**src/design/audio_defines.svh**
```systemverilog
`ifndef AUDIO_DEFINES_SVH
`define AUDIO_DEFINES_SVH

`define AUD_NUM_FILTERS 4    // filters per channel
`define AUD_MAX_TAPS    16   // delay line and coef table depth
`define AUD_SAMPLE_W    24   // pcm sample width
`define AUD_COEF_W      16   // coef and gain width
`define AUD_ACC_W       48   // mac accumulator
`define AUD_SLOT_BITS   32   // bclk periods per half-frame
`define AUD_COEF_FRAC   15   // q1.15
`define AUD_GAIN_FRAC   14   // q2.14, unity 16384

`endif

```
**src/design/audio_pkg.sv**
```systemverilog
`include "audio_defines.svh"

package audio_pkg;

    typedef logic signed [`AUD_SAMPLE_W-1:0] sample_t;  // pcm sample
    typedef logic signed [`AUD_COEF_W-1:0]   coef_t;    // q1.15
    typedef logic signed [`AUD_COEF_W-1:0]   gain_t;    // q2.14
    typedef logic signed [`AUD_ACC_W-1:0]    acc_t;     // mac sum
    typedef logic [$clog2(`AUD_NUM_FILTERS)-1:0] filt_idx_t;
    typedef logic [$clog2(`AUD_MAX_TAPS)-1:0]    tap_idx_t;

    typedef enum logic {
        CHAN_LEFT  = 1'b0,  // lrclk low
        CHAN_RIGHT = 1'b1
    } chan_e;

    // clamp an already shifted sum into sample range
    function automatic sample_t sat_sample(acc_t v);
        acc_t hi;
        acc_t lo;
        hi = acc_t'((2 ** (`AUD_SAMPLE_W - 1)) - 1);
        lo = -hi - 1;
        if (v > hi) return sample_t'(hi);
        if (v < lo) return sample_t'(lo);
        return v[`AUD_SAMPLE_W-1:0];
    endfunction

endpackage

```
**src/design/audio_regs_pkg.sv**
```systemverilog
package audio_regs_pkg;

    // audio_control register
    typedef struct packed {
        logic [3:0] coef_sel;   // [1:0] picks the filter
        logic       rsvd;
        logic       audio_en;   // samples into fir bank
        logic       eq_bypass;  // all gains unity
        logic       bypass;     // input lines straight to dac
    } ctrl_reg_t;

    // audio_status register
    typedef struct packed {
        logic [6:0] zero;
        logic       coef_addr_zero;  // write pointer at tap 0
    } status_reg_t;

endpackage

```
**src/design/audio_proc_top.sv**
```systemverilog


interface coef_wr_if;
    import audio_pkg::*;
    logic      wr;
    filt_idx_t filt;
    tap_idx_t  tap;
    coef_t     data;
    modport master (output wr, filt, tap, data);
    modport slave (input wr, filt, tap, data);
endinterface



```
**src/design/audio_ctrl.sv**
```systemverilog
`include "audio_defines.svh"

module audio_ctrl (
    input  logic                 clk,
    input  logic                 rst_n,
    input  logic [7:0]           audio_control,
    input  logic [7:0]           taps_per_filter,
    input  logic                 coef_wr_en,
    input  logic [7:0]           coef_wr_lsb_data,
    input  logic [7:0]           coef_wr_msb_data,
    input  logic                 eq_wr_en,
    input  logic [7:0]           equalizer_select,
    input  logic [7:0]           eq_wr_lsb_data,
    input  logic [7:0]           eq_wr_msb_data,
    input  logic                 rx_valid,
    input  audio_pkg::chan_e     rx_chan,
    input  audio_pkg::sample_t   rx_sample,
    coef_wr_if.master            coef_wr,
    output logic                 start,
    output audio_pkg::chan_e     start_chan,
    output audio_pkg::sample_t   start_sample,
    output audio_pkg::tap_idx_t  taps,
    output logic                 eq_bypass,
    output logic                 gain_wr,
    output audio_pkg::filt_idx_t gain_idx,
    output audio_pkg::gain_t     gain_data,
    output logic                 bypass,
    output logic [7:0]           audio_status
);
    import audio_pkg::*;
    import audio_regs_pkg::*;

    ctrl_reg_t   ctrl;
    status_reg_t status;
    tap_idx_t    wr_ptr;  // auto-increment tap pointer

    assign ctrl      = ctrl_reg_t'(audio_control);
    assign bypass    = ctrl.bypass;
    assign eq_bypass = ctrl.eq_bypass;

    // index of last tap, 0 or oversize means full depth
    assign taps = (taps_per_filter == 8'd0 || taps_per_filter > 8'(`AUD_MAX_TAPS)) ?
                  tap_idx_t'(`AUD_MAX_TAPS - 1) : tap_idx_t'(taps_per_filter - 8'd1);

    //////////////////// cpu strobes
    always_ff @(posedge clk) begin
        if (!rst_n) begin
            wr_ptr     <= '0;
            coef_wr.wr <= 1'b0;
            gain_wr    <= 1'b0;
            start      <= 1'b0;
        end else begin
            coef_wr.wr <= coef_wr_en;
            gain_wr    <= eq_wr_en;
            start      <= rx_valid && ctrl.audio_en;  // gate sample starts
            if (coef_wr_en)
                wr_ptr <= (wr_ptr == taps) ? '0 : wr_ptr + 1'b1;  // wrap after last tap
        end
    end

    always_ff @(posedge clk) begin
        if (coef_wr_en) begin
            coef_wr.filt <= filt_idx_t'(ctrl.coef_sel[1:0]);
            coef_wr.tap  <= wr_ptr;
            coef_wr.data <= coef_t'({coef_wr_msb_data, coef_wr_lsb_data});
        end
        if (eq_wr_en) begin
            gain_idx  <= filt_idx_t'(equalizer_select[1:0]);  // modulo 4
            gain_data <= gain_t'({eq_wr_msb_data, eq_wr_lsb_data});
        end
        if (rx_valid) begin
            start_chan   <= rx_chan;
            start_sample <= rx_sample;
        end
    end

    always_comb begin
        status                = '0;
        status.coef_addr_zero = (wr_ptr == '0);
    end
    assign audio_status = status;

    a_start_gated: assert property (@(posedge clk) disable iff (!rst_n)
        start |-> ctrl.audio_en);

endmodule

```
**src/flat_wrapper.sv**
```systemverilog
// flat-port wrapper written by rule: the top's interface ports become plain ports
module audio_ctrl_flat import audio_pkg::*; import audio_regs_pkg::*;
  (clk, rst_n, audio_control, taps_per_filter, coef_wr_en, coef_wr_lsb_data, coef_wr_msb_data, eq_wr_en, equalizer_select, eq_wr_lsb_data, eq_wr_msb_data, rx_valid, rx_chan, rx_sample, start, start_chan, start_sample, taps, eq_bypass, gain_wr, gain_idx, gain_data, bypass, audio_status, coef_wr_wr, coef_wr_filt, coef_wr_tap, coef_wr_data);
  coef_wr_if coef_wr_i ();
  input  logic clk;
  input  logic rst_n;
  input  logic [7:0] audio_control;
  input  logic [7:0] taps_per_filter;
  input  logic coef_wr_en;
  input  logic [7:0] coef_wr_lsb_data;
  input  logic [7:0] coef_wr_msb_data;
  input  logic eq_wr_en;
  input  logic [7:0] equalizer_select;
  input  logic [7:0] eq_wr_lsb_data;
  input  logic [7:0] eq_wr_msb_data;
  input  logic rx_valid;
  input  audio_pkg::chan_e rx_chan;
  input  audio_pkg::sample_t rx_sample;
  output logic start;
  output audio_pkg::chan_e start_chan;
  output audio_pkg::sample_t start_sample;
  output audio_pkg::tap_idx_t taps;
  output logic eq_bypass;
  output logic gain_wr;
  output audio_pkg::filt_idx_t gain_idx;
  output audio_pkg::gain_t gain_data;
  output logic bypass;
  output logic [7:0] audio_status;
  output wire logic [$bits(coef_wr_i.wr)-1:0] coef_wr_wr;
  output wire logic [$bits(coef_wr_i.filt)-1:0] coef_wr_filt;
  output wire logic [$bits(coef_wr_i.tap)-1:0] coef_wr_tap;
  output wire logic [$bits(coef_wr_i.data)-1:0] coef_wr_data;
  assign coef_wr_wr = coef_wr_i.wr;
  assign coef_wr_filt = coef_wr_i.filt;
  assign coef_wr_tap = coef_wr_i.tap;
  assign coef_wr_data = coef_wr_i.data;
  audio_ctrl u_core (.clk(clk), .rst_n(rst_n), .audio_control(audio_control), .taps_per_filter(taps_per_filter), .coef_wr_en(coef_wr_en), .coef_wr_lsb_data(coef_wr_lsb_data), .coef_wr_msb_data(coef_wr_msb_data), .eq_wr_en(eq_wr_en), .equalizer_select(equalizer_select), .eq_wr_lsb_data(eq_wr_lsb_data), .eq_wr_msb_data(eq_wr_msb_data), .rx_valid(rx_valid), .rx_chan(rx_chan), .rx_sample(rx_sample), .coef_wr(coef_wr_i), .start(start), .start_chan(start_chan), .start_sample(start_sample), .taps(taps), .eq_bypass(eq_bypass), .gain_wr(gain_wr), .gain_idx(gain_idx), .gain_data(gain_data), .bypass(bypass), .audio_status(audio_status));
endmodule
```
**config.mk**
```make
export PLATFORM = sky130hd
export DESIGN_NAME = audio_ctrl_flat
export DESIGN_NICKNAME = d
export VERILOG_FILES = /design/src/design/audio_pkg.sv /design/src/design/audio_regs_pkg.sv /design/src/design/audio_proc_top.sv /design/src/design/audio_ctrl.sv /design/src/flat_wrapper.sv
export VERILOG_INCLUDE_DIRS = /design/src /design/src/design
export SDC_FILE = /design/constraint.sdc
export NUM_CORES = 1
export LEC_CHECK = 0
export ABC_CLOCK_PERIOD_IN_PS = 2450
export BUFFER_PORTS_ARGS = -buffer_cell sky130_fd_sc_hd__buf_2
export CORE_MARGIN = 10
export CORE_UTILIZATION = 30
export DETAILED_ROUTE_END_ITERATION = 6
export GPL_ROUTABILITY_DRIVEN = 0
export SYNTH_ARGS = -nofsm -noshare
export SYNTH_HDL_FRONTEND = slang
export SYNTH_SLANG_ARGS = --single-unit
```
**constraint.sdc**
```tcl
create_clock -name clk -period 2.45 [get_ports clk]
set_input_delay 0.245 -clock clk [delete_from_list [all_inputs] [get_ports clk]]
set_output_delay 0.245 -clock clk [all_outputs]
set_load 0.05 [all_outputs]
```
* Yosys cells after proc, flatten, opt, wreduce, memory -nomap -nowiden
Index checks and enable logic that the tools add are counted.
Cells by class: add/sub/neg operators 2, magnitude comparators 1, equal/unequal tests 1, mux-type cells 2, reductions and logical operators 4
Operator list (number):
- 8-bit by 5-bit greater-than comparator with 1-bit output, second input constant | 1
- 8-bit zero test | 1
- 4-bit 2-to-1 mux | 2
- 4-bit by 1-bit adder with 4-bit output, second input constant | 1
- 4-bit equality test | 1
- 4-bit zero test | 1
- 4-bit by 1-bit subtractor with 4-bit output, second input constant | 1
- 1-bit logical AND | 1
- 1-bit logical OR | 1
Storage, ports and cells: bits in registers 72, input bits 86, output and inout port bits 82, word-level logic and storage cells 21

* Depth between registers and ports, before layout
Gate-level depths: netlist (run 1).
depth in word-level cells 5, mapped depth 8, mapped depth without buffers 8

* Worst setup path before layout (run 1)
Ideal clock, no wire load.
path type input port to flip-flop, start point input port taps_per_filter[5], end point register u_core.wr_ptr[2], library setup time 0.120 ns, data arrival time 2.112 ns, data required time 2.330 ns, path slack 0.218 ns, stages on the path 6, path buffers 0, path through nor3_1 nand3b_1 xor2_1 a221oi_2 nor3_1 o31a_1
On the way: cells in the longest elaborated chain, start to end 5, elaborated cells between the ends (all ways) 6, those cells by class order compare (1); eq/ne (1); mux (2); reduce/logical (2)
Ends and longest elaborated chain:
- start, declared | line flat_wrapper.sv:8 | input logic [7:0] taps_per_filter;
- 8-bit by 5-bit greater-than comparator with 1-bit output / 8-bit zero test (equally long branches) | line audio_ctrl.sv:42 | assign taps = (taps_per_filter == 8'd0 || taps_per_filter > 8'(`AUD_MAX_TAPS)) ?
- 1-bit logical OR * | line audio_ctrl.sv:42
- 4-bit 2-to-1 mux * | line audio_ctrl.sv:42
- via taps[2] | line flat_wrapper.sv:22 | output audio_pkg::tap_idx_t taps;
- 4-bit equality test * | line audio_ctrl.sv:57 | wr_ptr <= (wr_ptr == taps) ? '0 : wr_ptr + 1'b1;
- 4-bit 2-to-1 mux * | line audio_ctrl.sv:57
- end signal, assigned | line audio_ctrl.sv:57
- end, declared | line audio_ctrl.sv:35 | tap_idx_t wr_ptr;
The timed path passes the listed nets; every way through them passes the cells marked *. A chain may end at the register's enable or synchronous reset.

* Final worst setup path (run 1)
start point input port taps_per_filter[0], end point register u_core.wr_ptr[2]
On the way: cells in the longest elaborated chain, start to end 5, elaborated cells between the ends (all ways) 7, those cells by class add/sub (1); order compare (1); eq/ne (1); mux (2); reduce/logical (2)
Ends and longest elaborated chain (line):
- 8-bit by 5-bit greater-than comparator with 1-bit output / 8-bit zero test (equally long branches) | audio_ctrl.sv:42
- 1-bit logical OR | audio_ctrl.sv:42
- 4-bit 2-to-1 mux * | audio_ctrl.sv:42
- 4-bit equality test * | audio_ctrl.sv:57
- 4-bit 2-to-1 mux * | audio_ctrl.sv:57
Mark *: on every way between the ends. The rest lies on a longest branch, timed or not.

==> impl_results.md, run 1 <==
- CTS max path bufs: 2
- Total DRC errors in the routed layout: 0
- Final HPWL DP: between 5 and 6 mm
- Max Cap Viol: 0
- Proportion of layout cells with a drive suffix above 1: about 56%
- Cell class contributing the biggest share of worst-path delay: compound AO/OA/AOI/OAI gates
- Result of the run: finished, final reports clean
- Final Max Slew Viols: 0
- Launch point of the worst path: taps_per_filter[0]
- Uppermost signal routing layer after detailed routing: met4
- Clock insertion delay at the later pin of the skew report: about 330 ps
- Y dimension of the die: roughly 110 µm
- Root buffer cell: sky130_fd_sc_hd__clkbuf_8
- Final period util: approximately four fifths
- Critical Path RT: between 2000 and 3000 ps
- Sequential element share of the synthesized area: 82.9%
- Average footprint of a synthesized cell: 18.8 µm²
- Synth unique cells: 32
- Library cell occupying the most area in the post-synthesis netlist: sky130_fd_sc_hd__edfxtp_1
- Quantity of hold-fixing buffers added after cts: 0
- Count of nets after finishing: 378
- RR Endpoint: u_core.wr_ptr[2]
- Worst clock skew: 1.72 ps
- Post-detailed-routing wire length: approximately 6.6 mm
- Post-route insts no fill: about 400
- Total power density per cell area: 803 mW/mm²
- Maximum number of pins on one net before global-route repair: 27
- Initial Utilization: between 30% and 40%
- Site Rows: 33
- Max rail drop VDD: 279 µV
- Final hold viol count: 0
- Drt initial violations: between 70 and 80
- Wire length on met1: ~2.8 mm
- CTS HTree Levels: 3
- Class of the tightest hold or removal check: in2reg
- Area of the core: 0.00822 mm²
- Count of antenna diodes in the layout: 0
- Actual transition at the worst max-transition pin: 584 ps
- Finished Core Util: around 43%
- Worst slew slack as a fraction of its limit: roughly 60%
- Last element of the critical path: u_core.wr_ptr[2]
- Summed instance area of the synthesized netlist: 0.00252 mm²
- Worst reg2reg setup slack: around 520 ps
- Global-route wire length before repair: just under 10 mm
- CTS buffer count: 9
- Die area: around 0.012 mm²
- Final count of negative-setup-slack endpoints: 0
- Remaining global-route overflow: 0
- Top cells by area, synth: sky130_fd_sc_hd__edfxtp_1 77%, sky130_fd_sc_hd__dfxtp_1 5.6%, sky130_fd_sc_hd__buf_4 2.7%
- Syn Inst Count: around 130
- Post-CTS Setup Inserts: 0
- Cell total after placement: between 300 and 400
- CP peak stage delay: ~480 ps
- Initial antenna violation count: 0
- Cell count of the worst hold path: 1
- Startpoint of the worst-slack reg-to-reg timing path: u_core.wr_ptr[0]
- Yosys warning count: 0
- Total routing usage reported by global routing: 10.2%
- Time the final worst path needs with I/O delays and setup: 1940 ps
- Area added between synthesis and finish: 39.3%
- Met2 wire length: about 3.1 mm
- Clock tree from TritonCTS: built
- Total number of vias: 1674
- Leakage power: 1.51 nW
- Quantity of gates resized following cts: 0
- Clock slew at reported path FFs: approximately 80 ps
- Setup total negative slack: 0 ps
- Yosys top cell area share: 77.4%
- F_max: 0.515 GHz
- Type of destination of the critical path: flip-flop
- Arrival time of the worst setup path: 2160 ps
- Routed WL per cell: between 15 and 20 µm
- Critical-path top delay cell: sky130_fd_sc_hd__a221oi_2
- Pre-antenna DRT Iters: 3
- Vias in the first global route: 1742
- Ratio of routed vias to standard cells: 4.20
- Startpoint Class: input pin
- Number of cell instances on the worst register-to-register path: 6
- Number of register bits inferred by synthesis: slightly above 70
- Worst setup path class: in2reg
- RSZ-0062 raised after global routing: no
- Number of buffers and inverters on the critical path: 2
- Crit-path max FO: 6
- Number of filler instances in the final layout: roughly 780
- I/O pin count: 168
- Floorplan die width: 112 µm
- Count of buffers from port buffering: around 150
- Sinks on the clock net: 72
- Critical path depth in cells: 9
- Met3 wire length: 703 µm
- Series of cell instances along the critical path: buf_2, inv_1, ha_1, nor3b_1, xnor2_1, o211ai_1, a221oi_2, nor3_1, o31a_1
- Antenna-violating nets left: 0
[where the power goes]
part	leakage, nW	internal, W	switching (W)
combinational	0.726	0.000118	0.000441
clock	0.0870	0.000367	0.000434
sequential	0.696	0.00144	0.0000246
total	1.51	0.00192	0.000899
[area by class of cell]
class	count	area, µm²	area share [%]
Inverter	4	15.0	0.427
Clock inverter	7	47.5	1.35
Tap cell	105	131	3.74
Sequential cell	72	2090	59.5
Multi-Input combinational cell	54	360	10.3
Timing Repair Buffer	148	743	21.2
Clock buffer	9	124	3.53
[synth_stat cells]
| master | n |
|---|---|
| sky130_fd_sc_hd__a21oi_1 | 1 |
| sky130_fd_sc_hd__dfxtp_1 | 7 |
| sky130_fd_sc_hd__a31o_1 | 1 |
| sky130_fd_sc_hd__and2b_1 | 1 |
| sky130_fd_sc_hd__nand4b_1 | 1 |
| sky130_fd_sc_hd__xor2_1 | 1 |
| sky130_fd_sc_hd__a21o_1 | 1 |
| sky130_fd_sc_hd__conb_1 | 1 |
| sky130_fd_sc_hd__and2_1 | 4 |
| sky130_fd_sc_hd__nor3_1 | 3 |
| sky130_fd_sc_hd__o21a_1 | 1 |
| sky130_fd_sc_hd__a221oi_2 | 1 |
| sky130_fd_sc_hd__nand4_1 | 2 |
| sky130_fd_sc_hd__or3_1 | 1 |
| sky130_fd_sc_hd__nand3b_1 | 1 |
| sky130_fd_sc_hd__o22ai_1 | 1 |
| sky130_fd_sc_hd__inv_1 | 4 |
| sky130_fd_sc_hd__and3_2 | 1 |
| sky130_fd_sc_hd__a31o_2 | 1 |
| sky130_fd_sc_hd__and3_1 | 1 |
| sky130_fd_sc_hd__ha_1 | 3 |
| sky130_fd_sc_hd__clkdlybuf4s15_1 | 1 |
| sky130_fd_sc_hd__buf_4 | 9 |
| sky130_fd_sc_hd__o211ai_1 | 1 |
| sky130_fd_sc_hd__nand2_1 | 7 |
| sky130_fd_sc_hd__xnor2_1 | 4 |
| sky130_fd_sc_hd__nor2_1 | 1 |
| sky130_fd_sc_hd__o31a_1 | 1 |
| sky130_fd_sc_hd__edfxtp_1 | 65 |
| sky130_fd_sc_hd__o21ai_0 | 1 |
| sky130_fd_sc_hd__nor3b_1 | 5 |
| sky130_fd_sc_hd__o41ai_1 | 1 |
[per-layer routing]
metal | global-route usage, % | vias up
met2 | 15.7 | 96
met4 | 4.37 | 0
met1 | 11.7 | 768
li1 | - | 802
met5 | 0 | -
met3 | 5.21 | 8
[flip-flops by register name, indices dropped and copies added (netlist names), 2 cells and up]
| register | flops |
|---|---|
| u_core.coef_wr.data | 16 |
| u_core.start_sample | 24 |
| u_core.wr_ptr | 4 |
| u_core.coef_wr.tap | 4 |
| u_core.coef_wr.filt | 2 |
| u_core.gain_data | 16 |
| u_core.gain_idx | 2 |
[placed cells by master (no fill, tap or decap), types with 2 or more instances in the layout]
| master | Yosys | final |
|---|---|---|
| sky130_fd_sc_hd__and2_1 | 4 | 4 |
| sky130_fd_sc_hd__ha_1 | 3 | 3 |
| sky130_fd_sc_hd__clkbuf_8 | 0 | 9 |
| sky130_fd_sc_hd__nor3b_1 | 5 | 5 |
| sky130_fd_sc_hd__dfxtp_1 | 7 | 7 |
| sky130_fd_sc_hd__clkinv_4 | 0 | 2 |
| sky130_fd_sc_hd__xnor2_1 | 4 | 4 |
| sky130_fd_sc_hd__clkinv_2 | 0 | 2 |
| sky130_fd_sc_hd__inv_1 | 4 | 4 |
| sky130_fd_sc_hd__conb_1 | 1 | 7 |
| sky130_fd_sc_hd__edfxtp_1 | 65 | 65 |
| sky130_fd_sc_hd__nor3_1 | 3 | 3 |
| sky130_fd_sc_hd__nand4_1 | 2 | 2 |
| sky130_fd_sc_hd__buf_2 | 0 | 147 |
| sky130_fd_sc_hd__nand2_1 | 7 | 7 |
[worst min-delay path by stage]
stage / endpoint / slack, ps / from
global placement: u_core.gain_data[6] / 420 / eq_wr_lsb_data[6]
CTS: u_core.coef_wr.filt[0] / 60 / audio_control[4]
finish: u_core.coef_wr.filt[1] / 80 / audio_control[5]
detailed placement: u_core.start_sample[9] / 420 / rx_sample[9]
floorplan: u_core.coef_wr.data[0] / 340 / coef_wr_lsb_data[0]
global route: u_core.start_sample[12] / 50 / rx_sample[12]
[cells by family (layout without fill, tap and decap cells)]
group                    Yosys count  after routing  synth area share, %
XOR/XNOR                           5              5                 1.74
other                              1              7                0.149
flip-flops                        72             72                 82.9
AND/OR/NAND/NOR                   28             28                 6.50
adder cells (fa/ha/maj)            3              3                 1.49
buffers and inverters             14            168                 3.67
AO/OA/AOI/OAI                     11             11                 3.52
[through the flow]
step / setup slack, ps / area (µm²) / total power [W] / hold slack, ps
2_1_floorplan: 218 / 2540 / 0.00189 / 344
3_5_place_dp: 184 / 3340 / 0.00206 / 423
3_3_place_gp: 228 / 3340 / 0.00205 / 422
4_1_cts: 516 / 3510 / 0.00287 / 55.0
6_report: 509 / 3510 / 0.00282 / 77.8
5_1_grt: 342 / 3510 / 0.00295 / 46.1
No activity file was read; power rests on OpenSTA's default activity.
==> inputs of run 2 (changes only) <==
--- a/config.mk
+++ b/config.mk
@@ -6,7 +6,7 @@
 export SDC_FILE = /design/constraint.sdc
 export NUM_CORES = 1
 export LEC_CHECK = 0
-export ABC_CLOCK_PERIOD_IN_PS = 2450
+export ABC_CLOCK_PERIOD_IN_PS = 1700
 export BUFFER_PORTS_ARGS = -buffer_cell sky130_fd_sc_hd__buf_2
 export CORE_MARGIN = 10
 export CORE_UTILIZATION = 30
==> constraint.sdc (replaced) <==
create_clock -name clk -period 1.7 [get_ports clk]
set_input_delay 0.17 -clock clk [delete_from_list [all_inputs] [get_ports clk]]
set_output_delay 0.17 -clock clk [all_outputs]
set_load 0.05 [all_outputs]
==> run 2 against run 1 <==
Against the previous run:
- the run now ends with negative setup slack left
- first-iteration DRC count up 8.5%
- register-to-register slack worse by 540 ps
- sequential share of layout area down 12 points
- critical endpoint unchanged
- largest cell class unchanged
- critical path depth decreased by 1
==> impl_results.md, run 2 (synthesis results as in run 1) <==
- Result of the run: complete, but fails checks (was finished, final reports clean)
- Violated checks: negative setup slack
- Total DRC errors in the routed layout: 0 (unchanged)
- Worst reg2reg setup slack: -20 ps (was 520 ps)
- Actual transition at the worst max-transition pin: 572 ps (was 584 ps)
- CP peak stage delay: 380 ps (was 480 ps)
- Crit-path max FO: 4 (was 6)
- Final Max Slew Viols: 0 (unchanged)
- Most common cell after layout, fill and taps aside: sky130_fd_sc_hd__buf_2 (unchanged)
- Leakage power: 1.89 nW (was 1.51 nW)
- CTS HTree Levels: 3 (unchanged)
- Number of flip-flops in the largest register: 24 (unchanged)
- Last element of the critical path: u_core.wr_ptr[2] (unchanged)
- Total power density per cell area: 1070 mW/mm² (was 803 mW/mm²)
- Initial antenna violation count: 0 (unchanged)
- Max Cap Viol: 0 (unchanged)
- Number of cell instances on the worst register-to-register path: 8 (was 6)
- Max rail drop VDD: 447 µV (was 279 µV)
- Startpoint of the worst-slack reg-to-reg timing path: u_core.wr_ptr[3] (was u_core.wr_ptr[0])
- Cell total after placement: 396 (was 383)
- Global-route wire length before repair: 11.6 mm (was 9.92 mm)
- Maximum number of pins on one net before global-route repair: 27 (unchanged)
- Finished Core Util: 53.5% (was 42.8%)
- Final Power: 0.00471 W (was 0.00282 W)
- Remaining global-route overflow: 0 (unchanged)
- Total number of vias: 1973 (was 1674)
- Proportion of layout cells with a drive suffix above 1: 51.9% (was 56.5%)
- Footprint of the flip-flops and latches: 0.00210 mm² (was 0.00209 mm²)
- Post-route insts no fill: 473 (was 399)
- Routed WL per cell: 16.3 µm (was 16.6 µm)
- Final HPWL DP: 5.60 mm (was 5.37 mm)
- Clock slew at reported path FFs: 70 ps (was 80 ps)
- Pre-antenna DRT Iters: 3 (unchanged)
- Total routing usage reported by global routing: 11.7% (was 10.2%)
- Count of antenna diodes in the layout: 0 (unchanged)
- Final hold viol count: 0 (unchanged)
- Y dimension of the die: 112 µm (unchanged)
- Count of nets after finishing: 452 (was 378)
- Top library cells by usage in the layout, fill and taps aside: 146 x sky130_fd_sc_hd__buf_2, 65 x sky130_fd_sc_hd__edfxtp_1, 60 x sky130_fd_sc_hd__dlygate4sd3_1 (was 147 x sky130_fd_sc_hd__buf_2, 65 x sky130_fd_sc_hd__edfxtp_1, 9 x sky130_fd_sc_hd__clkbuf_8)
- Arrival time of the worst setup path: 1940 ps (was 2160 ps)
- RSZ-0062 raised after global routing: yes (was no)
- Site Rows: 33 (unchanged)
- Clock tree from TritonCTS: built (unchanged)
- Class of the tightest hold or removal check: in2reg (unchanged)
- Count of buffers from port buffering: 147 (unchanged)
- Antenna-violating nets left: 0 (unchanged)
- Die area: 0.0125 mm² (unchanged)
- Startpoint Class: flip-flop (was input pin)
- Root buffer cell: sky130_fd_sc_hd__clkbuf_8 (unchanged)
- CTS buffer count: 9 (unchanged)
- I/O pin count: 168 (unchanged)
- RR Endpoint: u_core.wr_ptr[2] (unchanged)
- F_max: 0.583 GHz
- Worst slew slack as a fraction of its limit: 61.8% (was 61.1%)
- Launch point of the worst path: u_core.wr_ptr[3] (was taps_per_filter[0])
- Post-detailed-routing wire length: 7.71 mm (was 6.63 mm)
- Final period util: 101%
- Worst slack on hold paths: 22.0 ps (was 77.8 ps)
- Sinks on the clock net: 72 (unchanged)
- Series of cell instances along the critical path: buf_6, nand4b_1, o41ai_4, o211ai_1, a221oi_2, buf_4, nor3_1, o31a_1 (was buf_2, inv_1, ha_1, nor3b_1, xnor2_1, o211ai_1, a221oi_2, nor3_1, o31a_1)
- Initial Utilization: 30.7% (unchanged)
- Floorplan die width: 112 µm (unchanged)
- Critical Path RT: 1930 ps (was 2670 ps)
- Area of the core: 0.00822 mm² (unchanged)
- Time the final worst path needs with I/O delays and setup: roughly 1700 ps
- Worst setup path class: reg2reg (was in2reg)
- Clock insertion delay at the later pin of the skew report: 340 ps (was 330 ps)
- Multi-input gate area in the final layout: 425 µm² (was 360 µm²)
- Ratio of routed vias to standard cells: 4.17 (was 4.20)
- Vias in the first global route: 2232 (was 1742)
- Register with the most flip-flops: u_core.start_sample (unchanged)
- Drt initial violations: 77 (was 71)
- Final count of negative-setup-slack endpoints: 1 (was 0)
- Number of filler instances in the final layout: 706 (was 776)
- Worst clock skew: 2.26 ps (was 1.72 ps)
- Largest registers: u_core.start_sample (24), u_core.coef_wr.data (16), u_core.gain_data (16) (unchanged)
- Final worst-path setup slack: -15.9 ps (was 509 ps)
- Critical-path top delay cell: sky130_fd_sc_hd__dfxtp_4 (was sky130_fd_sc_hd__a221oi_2)
- Type of destination of the critical path: flip-flop (unchanged)
- Area added between synthesis and finish: 74.2% (was 39.3%)
- CTS max path bufs: 2 (unchanged)
-- run 2: power breakdown --
| group | switching (W) | total [W] | internal (W) | leakage [nW] |
|---|---|---|---|---|
| clock | 0.000648 | 0.00163 | 0.000986 | 0.117 |
| combinational | 0.000678 | 0.000968 | 0.000289 | 1.08 |
| sequential | 0.0000344 | 0.00210 | 0.00207 | 0.697 |
-- run 2: layer usage --
metal  global-route usage [%]  routed length, µm
met1                     11.9               2880
met2                     20.7               4090
met3                     4.72                641
met4                     4.80                 97
met5                        0                  0
-- run 2: worst min path at each step --
stage,startpoint,cells past startpoint,endpoint,slack [ps]
6_report,coef_wr_lsb_data[6],1,u_core.coef_wr.data[6],20
5_1_grt,coef_wr_lsb_data[6],1,u_core.coef_wr.data[6],-0.3
4_1_cts,coef_wr_msb_data[4],1,u_core.coef_wr.data[12],0.9
3_5_place_dp,audio_control[0],0,bypass,340
3_3_place_gp,audio_control[0],0,bypass,340
2_1_floorplan,coef_wr_lsb_data[0],0,u_core.coef_wr.data[0],270
-- run 2: cell type report --
| cell class | count | area share [%] |
|---|---|---|
| Sequential cell | 72 | 47.8 |
| Timing Repair Buffer | 222 | 33.2 |
| Multi-Input combinational cell | 54 | 9.68 |
| Tap cell | 105 | 2.99 |
| Clock buffer | 10 | 2.91 |
| Clock inverter | 6 | 2.62 |
| Inverter | 4 | 0.797 |
-- run 2: worst max-delay path: cells and delay by family (launching register included) --
family | cells | cell delay [ps]
DFF | 1 | 380
and+or+nand+nor | 2 | 180
buffers and inverters | 2 | 270
AOI/OAI and AO/OA | 4 | 780
-- run 2: through the flow --
step           worst slack (ps)  setup TNS, ps  instance area [µm²]
2_1_floorplan              -288           -667                 2590
3_3_place_gp               -312          -1010                 3490
3_5_place_dp               -380          -1250                 3490
4_1_cts                    4.89              0                 4330
5_1_grt                   -79.5           -235                 4390
6_report                  -15.9          -15.9                 4390
-- run 2: timing repair --
action | CTS | global route
setup endpoints to repair | 4 | 7
hold buffers | 58 | 2
buffers inserted | 1 | 0
hold endpoints to repair | 58 | 2
gates resized for setup | 4 | 8
gates cloned | 0 | 0
pin swaps | 3 | 0
